`src/verilog/zx_pkg.sv`:
```
//====================================================================
// Types and constants shared by the Spectrum bus core
// Every module refers to these through zx_pkg:: scoped names
//====================================================================
package zx_pkg;

	// One Z80 bus sample, all levels active high
	typedef struct packed {
		logic [15:0] addr;
		logic [7:0]  data;
		logic        io_wr;  // IORQ and WR, no M1
		logic        mreq;
		logic        wr;
	} cpu_bus_t;

	typedef enum logic [1:0] {
		MODE_128 = 2'd0,
		MODE_48  = 2'd1,
		MODE_P3  = 2'd2
	} mem_mode_e;

	// Port hits for the current I/O cycle, at most one set
	typedef struct packed {
		logic sel_7ffd;
		logic sel_1ffd;
		logic sel_ula;
		logic sel_covox;
		logic sel_sd_a;
		logic sel_sd_b;
		logic sel_sd_c;
		logic sel_sd_d;
	} port_sel_t;

	//================================================================
	// Paging words
	//================================================================
	typedef struct packed {
		logic [1:0] spare;
		logic       lock;     // Latches until reset
		logic       rom_sel;
		logic       screen;
		logic [2:0] bank;     // RAM bank at C000
	} view_7ffd_t;

	// Bit 1 of special_cfg is also the high ROM select in normal paging
	typedef struct packed {
		logic [3:0] spare;
		logic       motor;
		logic [1:0] special_cfg;
		logic       special;  // All-RAM map
	} view_1ffd_t;

	typedef union packed {
		view_7ffd_t  view_7ffd;
		view_1ffd_t  view_1ffd;
		logic [7:0]  raw;
	} page_word_u;

	typedef struct packed {
		page_word_u w7ffd;
		page_word_u w1ffd;
		mem_mode_e  mode;
	} page_state_t;

	typedef logic [23:0] sdram_addr_t;
	typedef logic [14:0] audio_sample_t;

	typedef struct packed {
		logic [2:0] border;
		logic       ear;
		logic       mic;
	} ula_out_t;

	// Low address bytes of the DAC ports
	localparam logic [7:0] PORT_COVOX = 8'hFB;
	localparam logic [7:0] PORT_SD_A  = 8'h0F;
	localparam logic [7:0] PORT_SD_B  = 8'h1F;
	localparam logic [7:0] PORT_SD_C  = 8'h4F;
	localparam logic [7:0] PORT_SD_D  = 8'h5F;

	localparam int BANK_BITS = 14;  // 16K per bank

endpackage
```
`src/verilog/mem_map.sv`:
```
//====================================================================
// CPU address to SDRAM address translation, combinational
// ROM sits at ROM_BASE, RAM banks from address zero
//====================================================================
module mem_map #(
	parameter zx_pkg::sdram_addr_t ROM_BASE = 24'h200000
) (
	input  zx_pkg::cpu_bus_t    bus,
	input  zx_pkg::page_state_t state,
	output zx_pkg::sdram_addr_t ram_addr,
	output logic                ram_we
);

	logic [1:0]                   quarter;
	logic [zx_pkg::BANK_BITS-1:0] offset;
	logic                         special;
	logic [1:0]                   special_cfg;
	logic                         rom_area;
	logic [2:0]                   rom_num;
	logic [2:0]                   bank;

	assign quarter     = bus.addr[15:zx_pkg::BANK_BITS];
	assign offset      = bus.addr[zx_pkg::BANK_BITS-1:0];
	assign special     = state.w1ffd.view_1ffd.special;
	assign special_cfg = state.w1ffd.view_1ffd.special_cfg;
	assign rom_area    = (quarter == 2'd0) & ~special;

	//================================================================
	// ROM and bank select
	//================================================================
	always_comb begin
		case (state.mode)
			zx_pkg::MODE_48: rom_num = 3'd3;
			zx_pkg::MODE_P3: rom_num = {1'b1, special_cfg[1], state.w7ffd.view_7ffd.rom_sel};
			default:         rom_num = {2'b00, state.w7ffd.view_7ffd.rom_sel};
		endcase
	end

	always_comb begin
		if (special) begin
			case (special_cfg)
				2'd0: bank = {1'b0, quarter};              // 0 1 2 3
				2'd1: bank = {1'b1, quarter};              // 4 5 6 7
				2'd2: bank = (quarter == 2'd3) ? 3'd3 : {1'b1, quarter};
				default: begin
					case (quarter)                         // 4 7 6 3
						2'd0:    bank = 3'd4;
						2'd1:    bank = 3'd7;
						2'd2:    bank = 3'd6;
						default: bank = 3'd3;
					endcase
				end
			endcase
		end else begin
			case (quarter)
				2'd1:    bank = 3'd5;
				2'd2:    bank = 3'd2;
				2'd3:    bank = state.w7ffd.view_7ffd.bank;
				default: bank = 3'd0;                      // ROM quarter
			endcase
		end
	end

	assign ram_addr = rom_area ? ROM_BASE + zx_pkg::sdram_addr_t'({rom_num, offset})
	                           : zx_pkg::sdram_addr_t'({bank, offset});

	assign ram_we = bus.mreq & bus.wr & ~rom_area;  // ROM is write protected

endmodule

```
`src/verilog/paging_regs.sv`:
```
//====================================================================
// Memory mode and the 7FFD / 1FFD paging registers
// Mode is sampled from the board setting while reset is held
//====================================================================
module paging_regs (
	input  logic                clk_sys,
	input  logic                reset,
	input  logic                io_strobe,
	input  zx_pkg::port_sel_t   sel,
	input  zx_pkg::page_word_u  data,
	input  zx_pkg::mem_mode_e   mem_mode,
	output zx_pkg::page_state_t state
);

	zx_pkg::mem_mode_e  mode;
	zx_pkg::page_word_u w7ffd;
	zx_pkg::page_word_u w1ffd;

	logic locked;
	logic wr_7ffd;
	logic wr_1ffd;

	//================================================================
	// Lock
	//================================================================
	// 48K never pages, otherwise the 7FFD lock bit freezes both ports
	assign locked = (mode == zx_pkg::MODE_48) | w7ffd.view_7ffd.lock;

	assign wr_7ffd = io_strobe & sel.sel_7ffd & ~locked;
	assign wr_1ffd = io_strobe & sel.sel_1ffd & ~locked;

	//================================================================
	// Registers
	//================================================================
	always_ff @(posedge clk_sys) begin
		if (reset) begin
			mode  <= mem_mode;
			w7ffd <= '0;
			w1ffd <= '0;
		end else begin
			if (wr_7ffd) begin
				w7ffd <= data;
			end
			if (wr_1ffd) begin
				w1ffd <= data;        // Only decoded in +3 mode
			end
		end
	end

	// Current paging for the address mapper
	assign state.w7ffd = w7ffd;
	assign state.w1ffd = w1ffd;
	assign state.mode  = mode;

endmodule

```
`src/verilog/port_decode.sv`:
```
//====================================================================
// I/O write edge detect and port classification
// io_strobe marks the first cycle of each CPU port write
//====================================================================
module port_decode (
	input  logic               clk_sys,
	input  logic               reset,
	input  zx_pkg::cpu_bus_t   bus,
	input  zx_pkg::mem_mode_e  mode,
	output logic               io_strobe,
	output zx_pkg::port_sel_t  sel,
	output zx_pkg::page_word_u data
);

	logic       io_wr_prev;
	logic       is_p3;
	logic       hit_7ffd;
	logic       hit_1ffd;
	logic [7:0] low_byte;

	always_ff @(posedge clk_sys) begin
		if (reset) begin
			io_wr_prev <= 1'b1;  // A write held over reset is not new
		end else begin
			io_wr_prev <= bus.io_wr;
		end
	end

	assign io_strobe = bus.io_wr & ~io_wr_prev & ~reset;  // Quiet while in reset

	assign low_byte = bus.addr[7:0];
	assign is_p3    = (mode == zx_pkg::MODE_P3);

	// +3 needs A14 high for 7FFD so that 1FFD does not alias it
	assign hit_7ffd = ~bus.addr[15] & ~bus.addr[1] & (bus.addr[14] | ~is_p3);
	assign hit_1ffd = is_p3 & (bus.addr[15:12] == 4'h1) & ~bus.addr[1];

	always_comb begin
		sel = '0;
		if (hit_7ffd)
			sel.sel_7ffd = 1'b1;
		else if (hit_1ffd)
			sel.sel_1ffd = 1'b1;
		else if (~bus.addr[0])
			sel.sel_ula = 1'b1;           // Any even port
		else if (low_byte == zx_pkg::PORT_COVOX)
			sel.sel_covox = 1'b1;
		else if (low_byte == zx_pkg::PORT_SD_A)
			sel.sel_sd_a = 1'b1;
		else if (low_byte == zx_pkg::PORT_SD_B)
			sel.sel_sd_b = 1'b1;
		else if (low_byte == zx_pkg::PORT_SD_C)
			sel.sel_sd_c = 1'b1;
		else if (low_byte == zx_pkg::PORT_SD_D)
			sel.sel_sd_d = 1'b1;
	end

	assign data.raw = bus.data;

endmodule

```
`src/verilog/sound_regs.sv`:
```
//====================================================================
// ULA port FE latch, Covox/SounDrive latches and the PCM mix
// Samples are registered one cycle behind the latches
//====================================================================
module sound_regs (
	input  logic                  clk_sys,
	input  logic                  reset,
	input  logic                  io_strobe,
	input  zx_pkg::port_sel_t     sel,
	input  logic [7:0]            data,
	output zx_pkg::ula_out_t      ula,
	output zx_pkg::audio_sample_t audio_l,
	output zx_pkg::audio_sample_t audio_r
);

	logic [7:0] sd_l0;
	logic [7:0] sd_l1;
	logic [7:0] sd_r0;
	logic [7:0] sd_r1;

	// Weighted sum, peaks at 14304 so 15 bits never wrap
	function automatic zx_pkg::audio_sample_t mix(input logic [7:0] a, input logic [7:0] b,
			input logic ear, input logic mic);
		zx_pkg::audio_sample_t sum;
		sum = {3'd0, a, 4'd0} + {3'd0, b, 4'd0};
		sum = sum + {2'd0, ear, 12'd0} + {3'd0, mic, 11'd0};
		return sum;
	endfunction

	always_ff @(posedge clk_sys) begin
		if (reset) begin
			ula   <= '0;
			sd_l0 <= '0;
			sd_l1 <= '0;
			sd_r0 <= '0;
			sd_r1 <= '0;
		end else if (io_strobe) begin
			if (sel.sel_ula) begin
				ula.border <= data[2:0];
				ula.ear    <= data[4];
				ula.mic    <= data[3];
			end
			// Covox hits all four channels at once
			if (sel.sel_covox | sel.sel_sd_a)
				sd_l0 <= data;
			if (sel.sel_covox | sel.sel_sd_b)
				sd_l1 <= data;
			if (sel.sel_covox | sel.sel_sd_c)
				sd_r0 <= data;
			if (sel.sel_covox | sel.sel_sd_d)
				sd_r1 <= data;
		end
	end

	always_ff @(posedge clk_sys) begin
		if (reset) begin
			audio_l <= '0;
			audio_r <= '0;
		end else begin
			audio_l <= mix(sd_l0, sd_l1, ula.ear, ula.mic);
			audio_r <= mix(sd_r0, sd_r1, ula.ear, ula.mic);
		end
	end

endmodule

```
`src/verilog/zx_bus_top.sv`:
```
//====================================================================
// Spectrum CPU-side paging and I/O core, top level
// Feed one bus sample per clk_sys cycle, mem_mode is read in reset
//====================================================================
module zx_bus_top #(
	parameter zx_pkg::sdram_addr_t ROM_BASE = 24'h200000  // Start of ROM area
) (
	input  logic                  clk_sys,
	input  logic                  reset,
	input  zx_pkg::cpu_bus_t      bus,
	input  zx_pkg::mem_mode_e     mem_mode,
	output zx_pkg::sdram_addr_t   ram_addr,
	output logic                  ram_we,
	output zx_pkg::ula_out_t      ula,
	output zx_pkg::audio_sample_t audio_l,
	output zx_pkg::audio_sample_t audio_r
);

	logic                io_strobe;
	zx_pkg::port_sel_t   sel;
	zx_pkg::page_word_u  page_data;
	zx_pkg::page_state_t state;

	port_decode u_port_decode (
		.clk_sys   (clk_sys),
		.reset     (reset),
		.bus       (bus),
		.mode      (state.mode),    // Registered mode, not the raw setting
		.io_strobe (io_strobe),
		.sel       (sel),
		.data      (page_data)
	);

	paging_regs u_paging_regs (
		.clk_sys   (clk_sys),
		.reset     (reset),
		.io_strobe (io_strobe),
		.sel       (sel),
		.data      (page_data),
		.mem_mode  (mem_mode),
		.state     (state)
	);

	sound_regs u_sound_regs (
		.clk_sys   (clk_sys),
		.reset     (reset),
		.io_strobe (io_strobe),
		.sel       (sel),
		.data      (page_data.raw),
		.ula       (ula),
		.audio_l   (audio_l),
		.audio_r   (audio_r)
	);

	mem_map #(.ROM_BASE(ROM_BASE)) u_mem_map (
		.bus      (bus),
		.state    (state),
		.ram_addr (ram_addr),
		.ram_we   (ram_we)
	);

endmodule

```
`config.mk`:
```
export PLATFORM = sky130hd
export DESIGN_NAME = zx_bus_top
export DESIGN_NICKNAME = d
export VERILOG_FILES = /design/src/verilog/zx_pkg.sv /design/src/verilog/mem_map.sv /design/src/verilog/paging_regs.sv /design/src/verilog/port_decode.sv /design/src/verilog/sound_regs.sv /design/src/verilog/zx_bus_top.sv
export SDC_FILE = /design/constraint.sdc
export NUM_CORES = 1
export LEC_CHECK = 0
export ABC_CLOCK_PERIOD_IN_PS = 4100
export BUFFER_PORTS_ARGS = -buffer_cell sky130_fd_sc_hd__buf_2
export CORE_MARGIN = 1
export CORE_UTILIZATION = 59
export CTS_CLUSTER_SIZE = 14
export DETAILED_ROUTE_END_ITERATION = 6
export HOLD_SLACK_MARGIN = 0.08
export PLACE_DENSITY = 0.95
export SYNTH_ARGS = -nofsm -noshare
export SYNTH_HDL_FRONTEND = slang
export SYNTH_HIERARCHICAL = 1
export SYNTH_SLANG_ARGS = --single-unit
```
`constraint.sdc`:
```
create_clock -name clk_sys -period 4.1 [get_ports clk_sys]
set_input_delay 0.205 -clock clk_sys [delete_from_list [all_inputs] [get_ports clk_sys]]
set_output_delay 0.205 -clock clk_sys [all_outputs]
set_load 0.1 [all_outputs]
```
-- Word-level counts from Yosys, hierarchy flattened
Index checks and enable logic that the tools add are counted.
- register bits after elaboration: 79
- memory bits (read-only): 0
- bits in writable memories: 0
- latch bits: 0
- memories kept: 0
- output and inout port bits: 60
- word-level logic and storage cells: 89
- input bits: 31
- div/mod/pow operators: 0
- $lt $le $gt $ge: 0
- add/sub/neg operators: 7
- muxes and demuxes: 22
- multiply operators: 0
- bitwise operators: 27
- reductions and logical operators: 7
- shift-type cells: 0
- eq/ne operators: 13
- operators by type and width (cell ; number):
    $add A15 B12 Y15 ; 2
    $add A15 B13 Y15 ; 2
    $pmux W3 S3 ; 3
    $add A12 B12 Y13 ; 2
    $mux W24 ; 1
    $add A22 B17 Y23 const A ; 1
    $eq A8 B7 Y1 const B ; 2
    $and A1 B1 Y1 ; 13
    $reduce_and A2 Y1 ; 5
    $mux W1 ; 9
    $mux W3 ; 3
    $eq A2 B2 Y1 const B ; 4
    $eq A8 B4 Y1 const B ; 1
    $eq A8 B5 Y1 const B ; 1
    $eq A8 B8 Y1 const B ; 1
    $not A1 Y1 ; 8
    $mux W7 ; 1
    $eq A2 B1 Y1 const B ; 3
    $mux W6 ; 1
    $or A1 B1 Y1 ; 6
    $pmux W3 S2 ; 1
    $mux W5 ; 1
    $eq A4 B1 Y1 const B ; 1
    $logic_not A2 Y1 ; 2
    other kinds (2) ; 2

-- Longest topological paths before layout
Gate-level depths: netlist of the first run.
- depth in word-level cells: 11
- mapped depth: 8

-- Modules after synthesis
Netlist of the first run, hierarchy kept.
- by module, submodules not included (module ; cells an instance ; instances ; area each (um^2)):
    sound_regs ; 277 ; 1 ; 2755.1
    paging_regs ; 66 ; 1 ; 757.0
    mem_map ; 48 ; 1 ; 325.3
    port_decode ; 29 ; 1 ; 226.5

-- Worst setup path before layout of the first run
Ideal clock, no wire load.
- path kind: reg2reg
- from: register, netlist name u_sound_regs/ula[0]
- to: register u_sound_regs.audio_l[12]
- setup slack: 1327 ps
- data arrival time: 2695 ps
- required time: 4022 ps
- stages on the path, launching flop included: 9
- period minus slack after synthesis: 2773 ps
- buffers on the path: 0
- library setup time: 78 ps
- cell sequence: dfxtp_1 > inv_1 > fa_1 > inv_1 > ha_1 > a21o_1 > a31o_2 > o21a_1 > nor3_1
- word-level cells in the longest chain between the ends: 1
- ends and longest elaborated chain (item ; line ; RTL):
    $add A15 B12 Y15 ; sound_regs.sv:26 ; sum = sum + {2'd0, ear, 12'd0} + {3'd0, mic, 11'd0};
    to (signal assigned) ; sound_regs.sv:60 ; audio_l <= mix(sd_l0, sd_l1, ula.ear, ula.mic);
    to (decl) ; sound_regs.sv:12 ; output zx_pkg::audio_sample_t audio_l,
Every way passes these cells.
A chain may end at the register's enable or synchronous reset.

-- Worst setup path in the final report of the first run
- from: register u_sound_regs.sd_l0[1]
- to: register u_sound_regs.audio_l[13]
- word-level cells in the longest chain between the ends: 3
- ends and longest elaborated chain (item ; line ; RTL):
    from (decl) ; sound_regs.sv:16 ; logic [7:0] sd_l0;
    from (signal assigned) ; sound_regs.sv:45 ; sd_l0 <= data;
    $add A12 B12 Y13 ; sound_regs.sv:25 ; sum = {3'd0, a, 4'd0} + {3'd0, b, 4'd0};
    $add A15 B13 Y15 ; sound_regs.sv:26 ;
    $add A15 B12 Y15 ; sound_regs.sv:26 ;
Every way passes these cells.

==> results of run 1 <==
[critical path, stage by stage, from the launching register on]
cell and delay [ns]:
dfxtp_1 0.32, ha_1 0.29, ha_1 0.22, fa_1 0.41, a21o_1 0.23, a311oi_1 0.35, nor2_1 0.12, o31a_1 0.25
[repair_timing]
action,in CTS,in global routing
endpoints found under the hold margin,3,0
hold buffers,3,0
resized for setup,0,0
[per-stage QoR]
stage          power (W)   util  hold slack (ns)
2_1_floorplan   0.000902      -            0.302
3_3_place_gp    0.000891  0.646            0.382
3_5_place_dp    0.000895  0.646            0.383
4_1_cts          0.00136  0.678            0.147
5_1_grt          0.00141  0.678            0.179
6_report         0.00136  0.678            0.154
[per-layer routing]
| layer | part of all wire | routed length (um) | vias up |
|---|---|---|---|
| met5 | 0 | 0 | - |
| met4 | 0.023 | 184 | 0 |
| met3 | 0.040 | 323 | 20 |
| met2 | 0.52 | 4210 | 113 |
| met1 | 0.42 | 3390 | 1399 |
| li1 | - | - | 1403 |
[power breakdown]
group | switching (W) | leakage (nW) | internal [W]
registers | 0.00000316 | 0.551 | 0.000667
clock network | 0.000245 | 0.0844 | 0.000235
logic | 0.000180 | 1.57 | 0.0000341
[state kept, by name, indices dropped and copies added, names as in the netlist, 3 cells and up]
signal / cells
u_paging_regs/w7ffd: 5
u_sound_regs/audio_l: 10
u_sound_regs/ula: 5
u_sound_regs/sd_l1: 8
u_sound_regs/audio_r: 10
u_sound_regs/sd_r1: 8
u_paging_regs/w1ffd: 3
u_sound_regs/sd_r0: 8
u_sound_regs/sd_l0: 8
[layout make-up]
type                       count  area [sq um]  share of cell area
clock inverter                 2          10.0             0.00245
clock buffer                  14           153              0.0374
inverter                      12          45.0              0.0110
sequential                    68          1380               0.338
tap                           75          93.8              0.0230
timing repair buffer          70           368              0.0901
multi-input combinational    275          2030               0.498
[worst paths after layout]
| kind | start | endpoint |
|---|---|---|
| setup / recovery | u_sound_regs/sd_l0[1] | u_sound_regs/audio_l[13] |
| hold / removal | bus[10] | u_sound_regs/sd_r1[7] |
| setup reg to reg | u_sound_regs/sd_l0[1] | u_sound_regs/audio_l[13] |
| hold reg to reg | u_sound_regs/ula[2] | u_sound_regs/ula[2] |
==> results.md, run 1 <==
* Status: completed
* Worst VDD drop at 0.204 mV
* Setup Fix Bufs, Post-CTS at 0
* # DRC at 0
* Total GRT Usage at 0.265
* Nets@finish at 503
* Post-Synthesis Cells at 393
* Port bufs at 66
* N_diodes at 0
* FMAX at 439 MHz
* Die area at 6690 sq um
* Most frequent cells in the layout: 66 x buf_2, 66 x dfxtp_1, 45 x nor2_1
* Clock transition at path regs at 0.07 ns
* Routability Congestion at about 0.86
* Layout fillers at 437
* Final Worst Setup Slack at 1.82 ns
* Setup slack, reg-to-reg at roughly 1.8 ns
* Average vias per placed instance at roughly 5.7
* WHS Path Cells at 3
* Final hold viol count at 0
* Placement Setup Slack at between 1.5 and 2 ns
* Grt ovf at 0
* CTS Buf Count at 9
* RSZ-0062 raised after global routing: false
* Die Ht at 81.8 um
* WP data arrival at 2.51 ns
* Worst Path Required at 4.33 ns
* Clock period minus worst slack at 2.28 ns
* Non-filler instance count after layout at slightly above 500
* Fin Setup TNS at 0 ns
* DR iter-0 viols at 244
* CTS tree: built
* GR met2 Demand/Resource at 0.459
* Vias at 2935
* WS Path Type: flip-flop to flip-flop
* Reg2Reg Depth at 7
* Final worst-path cycle share at 0.556
* Worst-path maximum fanout at 3
* Placed cell area at slightly below 4000 sq um
* Root Buffer: clkbuf_8
* GR Layer Usage met1 at 0.305
* Layout cells sized above 1 at 0.218
* CP Capture Type: flip-flop
* Finished Cell Area at 4080 sq um
* Max Cap Viol at 0
* Busiest layer in global routing: met2
* I/O pin count at 91
* Yosys warns at 6
* Synthesized cell area at between 3000 and 4000 sq um
* PD cells at 334 nW/um^2
* Clock skew at 0.0111 ns
* Worst slew pin tran at 0.997 ns
* Max Slew Vio Count at 0
* Startpoint Class: flip-flop
* Core box area at 6030 sq um
* Row count at 28
* Post-route ant nets at 0
* Antenna violations before repair at 0
* Worst-case clock buffer depth at 2
* Die Wd at just over 80 um
* Post-DP HPWL at 5610 um
* Cells after DPL at 497
* Mean area per synthesized cell at 9.55 sq um
* Layout area overhead at 8.76%
* Setup violations, final at 0
* Met3 usage at 0.0522
* First-pass GRT wire length at between 10000 and 15000 um
* Starting Density at 0.623
* Worst slew margin at 0.332
* HP Class: input pin to flip-flop
* Largest net degree at the start of global routing at 41
* Routed wire length at 8110 um
* CTS Sinks at 68
* Vias in the first global route at 2853
* Routed WL per cell at 15.7 um
* Leakage power at 2.20 nW
* CTS H-Tree Depth at 3
* Drt pass-1 iters at 5
* Clock Latency Late Sink at roughly 0.34 ns
(Power assumes the default switching activity.)
==> run 2: changes to the inputs <==
--- a/config.mk
+++ b/config.mk
@@ -5,14 +5,14 @@
 export SDC_FILE = /design/constraint.sdc
 export NUM_CORES = 1
 export LEC_CHECK = 0
-export ABC_CLOCK_PERIOD_IN_PS = 4100
+export ABC_CLOCK_PERIOD_IN_PS = 2000
 export BUFFER_PORTS_ARGS = -buffer_cell sky130_fd_sc_hd__buf_2
 export CORE_MARGIN = 1
-export CORE_UTILIZATION = 59
+export CORE_UTILIZATION = 49
 export CTS_CLUSTER_SIZE = 14
 export DETAILED_ROUTE_END_ITERATION = 6
 export HOLD_SLACK_MARGIN = 0.08
-export PLACE_DENSITY = 0.95
+export PLACE_DENSITY = 0.85
 export SYNTH_ARGS = -nofsm -noshare
 export SYNTH_HDL_FRONTEND = slang
 export SYNTH_HIERARCHICAL = 1
==> constraint.sdc (replaced) <==
create_clock -name clk_sys -period 2 [get_ports clk_sys]
set_input_delay 0.1 -clock clk_sys [delete_from_list [all_inputs] [get_ports clk_sys]]
set_output_delay 0.1 -clock clk_sys [all_outputs]
set_load 0.1 [all_outputs]
==> run 2 against run 1 <==
  * The flow now finishes with violations (setup timing)
  * Clock skew shrank 0.0051 ns
  * Final cell count grew 7.8%
  * Worst setup slack lost 1.8 ns
  * First-iteration DRC count shrank 52%
  * Count of clock-buffer cells in the layout shrank 3
  * Maximum frequency grew 13%
  * Highest routed layer unchanged
==> results.md, run 2 (same netlist as run 1, synthesis figures left out) <==
* Die Wd at 89.5 um (+9.5%)
* Cell breakdown of the critical path: ha_4 -> ha_4 -> fa_2 -> a21o_1 -> a311oi_2 -> nor2_1 -> o31a_1
* WP buf/inv at 0 (unchanged)
* Leakage power at 2.30 nW (+4.2%)
* Antenna violations before repair at 0 (unchanged)
* Hold Crit Start: bus[5]
* Setup slack, reg-to-reg at -0.01 ns (-1.83 ns)
* CTS Sinks at 68 (unchanged)
* Worst min-delay path endpoint: u_sound_regs/ula[4]
* Layout cells sized above 1 at 0.300 (+0.0821)
* Routability Congestion at 0.807 (-5.9%)
* PD cells at 710 nW/um^2 (+110%)
* Top Registers: u_sound_regs/audio_l: 10 flops, u_sound_regs/audio_r: 10 flops
* CTS H-Tree Depth at 3 (unchanged)
* Post-route ant nets at 0 (unchanged)
* Core box area at 7330 sq um (+22%)
* Max Slew Vio Count at 0 (unchanged)
* Final Worst Setup Slack at -0.0101 ns (-1.83 ns)
* Worst slew pin tran at 0.682 ns (-0.316 ns)
* Clock Latency Late Sink at 0.35 ns (about the same)
* Nets@finish at 519 (+3.2%)
* WS Path Type: flip-flop to flip-flop
* RSZ-0062 raised after global routing: true
* Reg2reg end: u_sound_regs/audio_l[13]
* Layout fillers at 559 (+28%)
* Drt pass-1 iters at 4 (-1)
* WP data arrival at 2.25 ns (-0.26 ns)
* Power consumption at 0.00321 W (+130%)
* Largest net degree at the start of global routing at 43 (+4.9%)
* Post-DP HPWL at 5580 um (-0.68%)
* Hold WS at 0.113 ns (-0.0407 ns)
* Total GRT Usage at 0.210 (-0.0548)
* Row count at 31 (+11%)
* Failing checks: setup timing
* CP Capture Type: flip-flop
* Final hold viol count at 0 (unchanged)
* Grt ovf at 0 (unchanged)
* Worst VDD drop at 0.333 mV (+63%)
* Reg2Reg Depth at 7 (unchanged)
* Worst path slowest cell: dfxtp_4
* Clock transition at path regs at 0.07 ns (about the same)
* I/O pin count at 91 (unchanged)
* Vias in the first global route at 2816 (-1.3%)
* Die Ht at 89.5 um (+9.5%)
* Layout area overhead at 20.2%
* FMAX at 497 MHz (+13%)
* HP Class: input pin to flip-flop
* Status: complete, but fails checks
* Critical path's top delay family: adder cells
* Most frequent cells in the layout: 64 x buf_2, 61 x dfxtp_1, 45 x nor2_1
* Clock period minus worst slack at 2.01 ns (-0.268 ns)
* Worst path max stage delay at 0.36 ns (-0.05 ns)
* N_diodes at 0 (unchanged)
* Clock skew at 0.00594 ns (-0.00513 ns)
* Setup violations, final at 1 (+1)
* Worst r2r src: u_sound_regs/sd_l1[1]
* Max Cap Viol at 0 (unchanged)
* Startpoint Class: flip-flop
* Root Buffer: clkbuf_8
* Placement Setup Slack at -0.108 ns (-1.93 ns)
* CTS tree: built
* Final worst-path cycle share at 1.01 (+0.449)
* Worst-path maximum fanout at 3 (unchanged)
* Port bufs at 66 (unchanged)
* Starting Density at 0.512 (-0.111)
* Average vias per placed instance at 5.22 (-8.2%)
* Worst slew margin at 0.546 (+0.213)
* Worst Path Required at 2.24 ns (-2.09 ns)
* Worst-case clock buffer depth at 2 (unchanged)
* Routed WL per cell at 14.6 um (-7.3%)
* Commonest non-fill, non-tap cell in the layout: buf_2
* First-pass GRT wire length at 12700 um (-3.7%)
* Cells after DPL at 528 (+6.2%)
* DR iter-0 viols at 116 (-52%)
* Routed wire length at 8110 um (about the same)
* CP most frequent cell: ha_4
* Vias at 2903 (-1.1%)
* CTS Buf Count at 9 (unchanged)
* Die area at 8020 sq um (+20%)
* # DRC at 0 (unchanged)
* Non-filler instance count after layout at 556 (+7.8%)
* WHS Path Cells at 3 (unchanged)
## run 2: worst max path at each step
stage	endpoint	start	slack, ns	cells past startpoint
2_1_floorplan	u_sound_regs/audio_l[12]	u_sound_regs/ula[0]	-0.05	8
3_3_place_gp	u_sound_regs/audio_l[11]	u_sound_regs/sd_l0[1]	-0.02	7
3_5_place_dp	u_sound_regs/audio_l[13]	u_sound_regs/sd_l0[1]	-0.11	7
4_1_cts	u_sound_regs/audio_r[12]	u_sound_regs/sd_r0[5]	0.0006	6
5_1_grt	u_sound_regs/audio_l[12]	u_sound_regs/sd_l1[7]	-0.05	8
6_report	u_sound_regs/audio_l[13]	u_sound_regs/sd_l1[1]	-0.01	7
## run 2: area by class of cell
| type | count | area [sq um] | share of cell area |
|---|---|---|---|
| Timing Repair Buffer | 86 | 508 | 0.113 |
| Sequential cell | 68 | 1390 | 0.308 |
| Multi-Input combinational cell | 275 | 2190 | 0.486 |
| Clock buffer | 11 | 174 | 0.0385 |
| Inverter | 12 | 45.0 | 0.00998 |
| Clock inverter | 5 | 78.8 | 0.0175 |
| Tap cell | 99 | 124 | 0.0274 |
## run 2: metrics by stage
| stage | area (sq um) | util | TNS (ns) |
|---|---|---|---|
| after floorplan | 3830 | - | -0.0514 |
| after global placement | 4000 | 0.545 | -0.0409 |
| after detailed placement | 4000 | 0.545 | -0.322 |
| after CTS | 4420 | 0.603 | 0 |
| after global routing | 4510 | 0.616 | -0.111 |
| final | 4510 | 0.616 | -0.0101 |
## run 2: power by group
part	switching [W]	internal (W)
Clock	0.000528	0.000851
Combinational	0.000371	0.0000832
Sequential	0.00000691	0.00136
Total	0.000907	0.00230
## run 2: per-layer routing
layer / vias up / routed length, um / GRT usage
li1: 1431 / - / -
met1: 1369 / 3600 / 0.249
met2: 80 / 3930 / 0.354
met3: 23 / 369 / 0.0582
met4: 0 / 199 / 0.0938
met5: - / 0 / 0
## run 2: what timing repair did
item | CTS | global route
endpoints found under the hold margin | 19 | 0
setup buffers | 1 | 2
gates resized for setup | 14 | 14
endpoints found under the setup margin | 5 | 8
hold buffers | 9 | 0
pin swaps | 12 | 13
gates cloned | 0 | 0
## run 2: tightest hold or removal path: stages
cell,delay [ns]
buf_2,0.16
nand3_1,0.09
a21oi_1,0.06
==> run 3: changes to the inputs <==
--- a/config.mk
+++ b/config.mk
@@ -8,12 +8,11 @@
 export ABC_CLOCK_PERIOD_IN_PS = 2000
 export BUFFER_PORTS_ARGS = -buffer_cell sky130_fd_sc_hd__buf_2
 export CORE_MARGIN = 1
-export CORE_UTILIZATION = 49
+export CORE_UTILIZATION = 30
 export CTS_CLUSTER_SIZE = 14
 export DETAILED_ROUTE_END_ITERATION = 6
 export HOLD_SLACK_MARGIN = 0.08
-export PLACE_DENSITY = 0.85
+export PLACE_DENSITY = 0.61
 export SYNTH_ARGS = -nofsm -noshare
 export SYNTH_HDL_FRONTEND = slang
-export SYNTH_HIERARCHICAL = 1
 export SYNTH_SLANG_ARGS = --single-unit
==> run 3 against run 2 <==
  * The run still ends with setup timing left
  * Core utilization decreased by 22 points
  * Largest cell class unchanged
  * Global-route usage decreased by 7.9 points
  * Hold slack got worse by 0.023 ns
  * First-iteration DRC count decreased by 15%
  * Area after synthesis decreased by 11%
  * Via count decreased by 8.0%
  * Combinational power decreased by 6.4%
  * Count of clock-buffer cells in the layout increased by 1
  * Register-to-register slack got worse by 0.42 ns
  * Die area increased by 45%
  * Routed wire length decreased by 12%
  * Maximum frequency decreased by 17%
  * Critical path type unchanged
==> results.md, run 3 <==
* CP Depth at 9 (+2)
* Layout cells sized above 1 at 0.346 (+0.0462)
* Clock period minus worst slack at 2.43 ns (+0.420 ns)
* Post-route ant nets at 0 (unchanged)
* Setup slack, reg-to-reg at -0.43 ns (-0.42 ns)
* Hold WS at 0.0899 ns (-0.0234 ns)
* PD cells at 659 nW/um^2 (-7.1%)
* Mux contribution to synthesized area at 0.119
* Post-synth ARST share at 0
* Routed WL per cell at 12.1 um (-17%)
* Xor and xnor area share after synthesis at 0.0261
* Vias at 2670 (-8.0%)
* CTS Sinks at 68 (unchanged)
* Finished Cell Area at 4340 sq um (-3.9%)
* Placed cell area at 3990 sq um (-0.34%)
* CP Capture Type: flip-flop
* HP Class: input pin to flip-flop
* Critical path's top delay family: adder cells
* Post-Synth Adder-Cell Area at 0.0983
* Post-DP HPWL at 5220 um (-6.4%)
* Compound-Gate Fraction of Synth Area at 0.0786
* N_diodes at 0 (unchanged)
* Area leader, netlist: dfxtp_1
* Top-area cell type share of the netlist area at 0.393
* Worst Path Required at 2.21 ns (-0.03 ns)
* Critical path destination: u_sound_regs.audio_l[12]
* Clock transition at path regs at 0.07 ns (about the same)
* Reg2reg end: u_sound_regs.audio_l[12]
* First-pass GRT wire length at 11900 um (-6.7%)
* Starting Density at 0.309 (-0.204)
* Worst r2r src: u_sound_regs.sd_l1[1]
* Routability Congestion at 0.829 (+2.7%)
* Worst slew margin at 0.532 (-0.0137)
* Worst-case clock buffer depth at 2 (unchanged)
* WP buf/inv at 0 (unchanged)
* Top cells by instance count after synthesis: 66 x dfxtp_1, 56 x nor2_1, 40 x mux2i_1
* Most frequent cells in the layout: 63 x buf_2, 56 x nor2_1, 52 x dfxtp_1
* Register area at 1400 sq um (+0.45%)
* Total GRT Usage at 0.132 (-0.0785)
* Root Buffer: clkbuf_8
* Post-Synthesis Cells at 356 (-9.4%)
* # DRC at 0 (unchanged)
* Commonest non-fill, non-tap cell in the layout: buf_2
* Worst VDD drop at 0.258 mV (-23%)
* Final worst-path cycle share at 1.22 (+0.210)
* WP data arrival at 2.64 ns (+0.39 ns)
* Post-synthesis simple-gate area fraction at 0.171
* Clock Latency Late Sink at 0.35 ns (about the same)
* Top area cells in the synthesized netlist: dfxtp_1 39%, mux2i_1 12%, ha_1 7.4%
* CTS Buf Count at 9 (unchanged)
* Startpoint Class: flip-flop
* Max Slew Vio Count at 0 (unchanged)
* Core box area at 10900 sq um (+49%)
* EDFF count, synth at 2
* Top Registers: u_sound_regs.audio_l: 10 flops, u_sound_regs.audio_r: 10 flops
* Footprint of the multi-input gates at 1890 sq um (-14%)
* Yosys warns at 0 (-6)
* Leakage power at 2.10 nW (-8.4%)
* Register area share after synthesis at 0.411
* Row count at 38 (+23%)
* Failing checks: setup timing
* Final Worst Setup Slack at -0.430 ns (-0.420 ns)
* Port bufs at 66 (unchanged)
* Layout area overhead at 29.1%
* Max Cap Viol at 0 (unchanged)
* Setup violations, final at 6 (+5)
* Worst path slowest cell: or4_1
* Worst-path maximum fanout at 3 (unchanged)
* DR iter-0 viols at 99 (-15%)
* Worst slew pin tran at 0.700 ns (+0.0186 ns)
* Clock skew at 0.0106 ns (+0.00469 ns)
* Layout fillers at 1050 (+88%)
* RSZ-0062 raised after global routing: true
* Antenna violations before repair at 0 (unchanged)
* Worst path max stage delay at 0.43 ns (+0.07 ns)
* Post-synth cell types at ~40
* CTS H-Tree Depth at 3 (unchanged)
* Average vias per placed instance at 4.54 (-13%)
* CTS tree: built
* Die Ht at 108 um (+20%)
* Mean area per synthesized cell at 9.44 sq um (-1.2%)
* Reg2Reg Depth at 9 (+2)
* Largest net degree at the start of global routing at 69 (+60%)
* #FFs+latches synth at 68
* Die Wd at 108 um (+20%)
* CP startpoint: u_sound_regs.sd_l1[1]
* Routed wire length at 7140 um (-12%)
* Vias in the first global route at 2609 (-7.4%)
* Top_reg_cell synth: dfxtp_1
* Cell breakdown of the critical path: ha_4 -> a21oi_2 -> o211ai_1 -> or4_1 -> o311ai_2 -> xnor2_1 -> ha_2 -> fa_2 -> nor2b_1
* WS Path Type: flip-flop to flip-flop
* Grt ovf at 0 (unchanged)
* I/O pin count at 91 (unchanged)
* Die area at 11600 sq um (+45%)
* Final hold viol count at 0 (unchanged)
* Most common cell in the netlist: dfxtp_1
* Nets@finish at 499 (-3.9%)
* Largest family of logic cells by synthesized area: simple AND/OR/NAND/NOR gates
* Status: complete, but fails checks
* FMAX at 412 MHz (-17%)
* Drt pass-1 iters at 4 (unchanged)
* Synthesized cell area at 3360 sq um (-11%)
-- run 3: cell count changes in the layout (fill, tap and decap cells not counted), moves of 5 or more --
cell	delta
a21oi_1	-5
buf_4	+19
dfxtp_1	-9
dfxtp_2	+11
ha_1	-13
nand2b_1	-16
nand4_1	-5
nor2_1	+11
-- run 3: area by class of cell --
| type | instances | share of cell area |
|---|---|---|
| Timing Repair Buffer | 102 | 0.150 |
| Multi-Input combinational cell | 250 | 0.436 |
| Inverter | 13 | 0.0112 |
| Sequential cell | 68 | 0.322 |
| Clock buffer | 12 | 0.0312 |
| Tap cell | 140 | 0.0404 |
| Clock inverter | 3 | 0.00923 |
-- run 3: worst register-to-register path: stages (launching register included) --
cell and delay [ns]:
dfxtp_2 0.34, ha_4 0.23, a21oi_2 0.14, o211ai_1 0.13
or4_1 0.43, o311ai_2 0.10, xnor2_1 0.17, ha_2 0.21
fa_2 0.42, nor2b_1 0.13
-- run 3: how the worst min path moves through the flow --
stage / from / end / cells after the start
after CTS: bus[7] / u_paging_regs.w7ffd[4] / 3
after global routing: bus[4] / u_paging_regs.w7ffd[1] / 3
after global placement: bus[19] / ram_addr[8] / 0
after floorplan: mem_mode[0] / u_paging_regs.mode[0] / 0
final: bus[7] / u_paging_regs.w7ffd[4] / 3
after detailed placement: bus[19] / ram_addr[8] / 0
-- run 3: cells by family after synthesis --
family                     Yosys count
AOI/OAI and AO/OA                   39
DFF                                 68
buffers and inverters               53
other                                1
muxes                               40
adders and majority gates           24
xor gates and xnor gates            10
and+or+nand+nor                    121
-- run 3: power by group --
group | internal [W] | switching (W) | leakage [nW]
Clock | 0.000567 | 0.000497 | 0.0902
Combinational | 0.0000685 | 0.000357 | 1.46
Sequential | 0.00137 | 0.00000468 | 0.559
-- run 3: routing by layer --
layer | vias to the layer above | track usage | routed length, um
li1 | 1343 | - | -
met3 | 11 | 0.0236 | 239
met2 | 41 | 0.231 | 3560
met4 | 0 | 0.0636 | 132
met1 | 1275 | 0.153 | 3210
met5 | - | 0 | 0
-- run 3: through the flow --
stage | total power (W) | utilization | TNS, ns | std cells | setup slack, ns
5_1_grt | 0.00297 | 0.398 | -2.16 | 588 | -0.558
2_1_floorplan | 0.00181 | - | -1.50 | 371 | -0.375
6_report | 0.00286 | 0.398 | -1.46 | 588 | -0.430
4_1_cts | 0.00289 | 0.389 | -1.45 | 587 | -0.444
3_3_place_gp | 0.00182 | 0.366 | -1.25 | 565 | -0.392
3_5_place_dp | 0.00182 | 0.366 | -1.46 | 565 | -0.436
-- run 3: repair_timing --
item,4_1_cts,5_1_grt
pin swaps,1,14
setup buffers,2,1
gates resized for setup,3,21
endpoints found under the setup margin,8,15
hold buffers,5,0
endpoints found under the hold margin,11,0
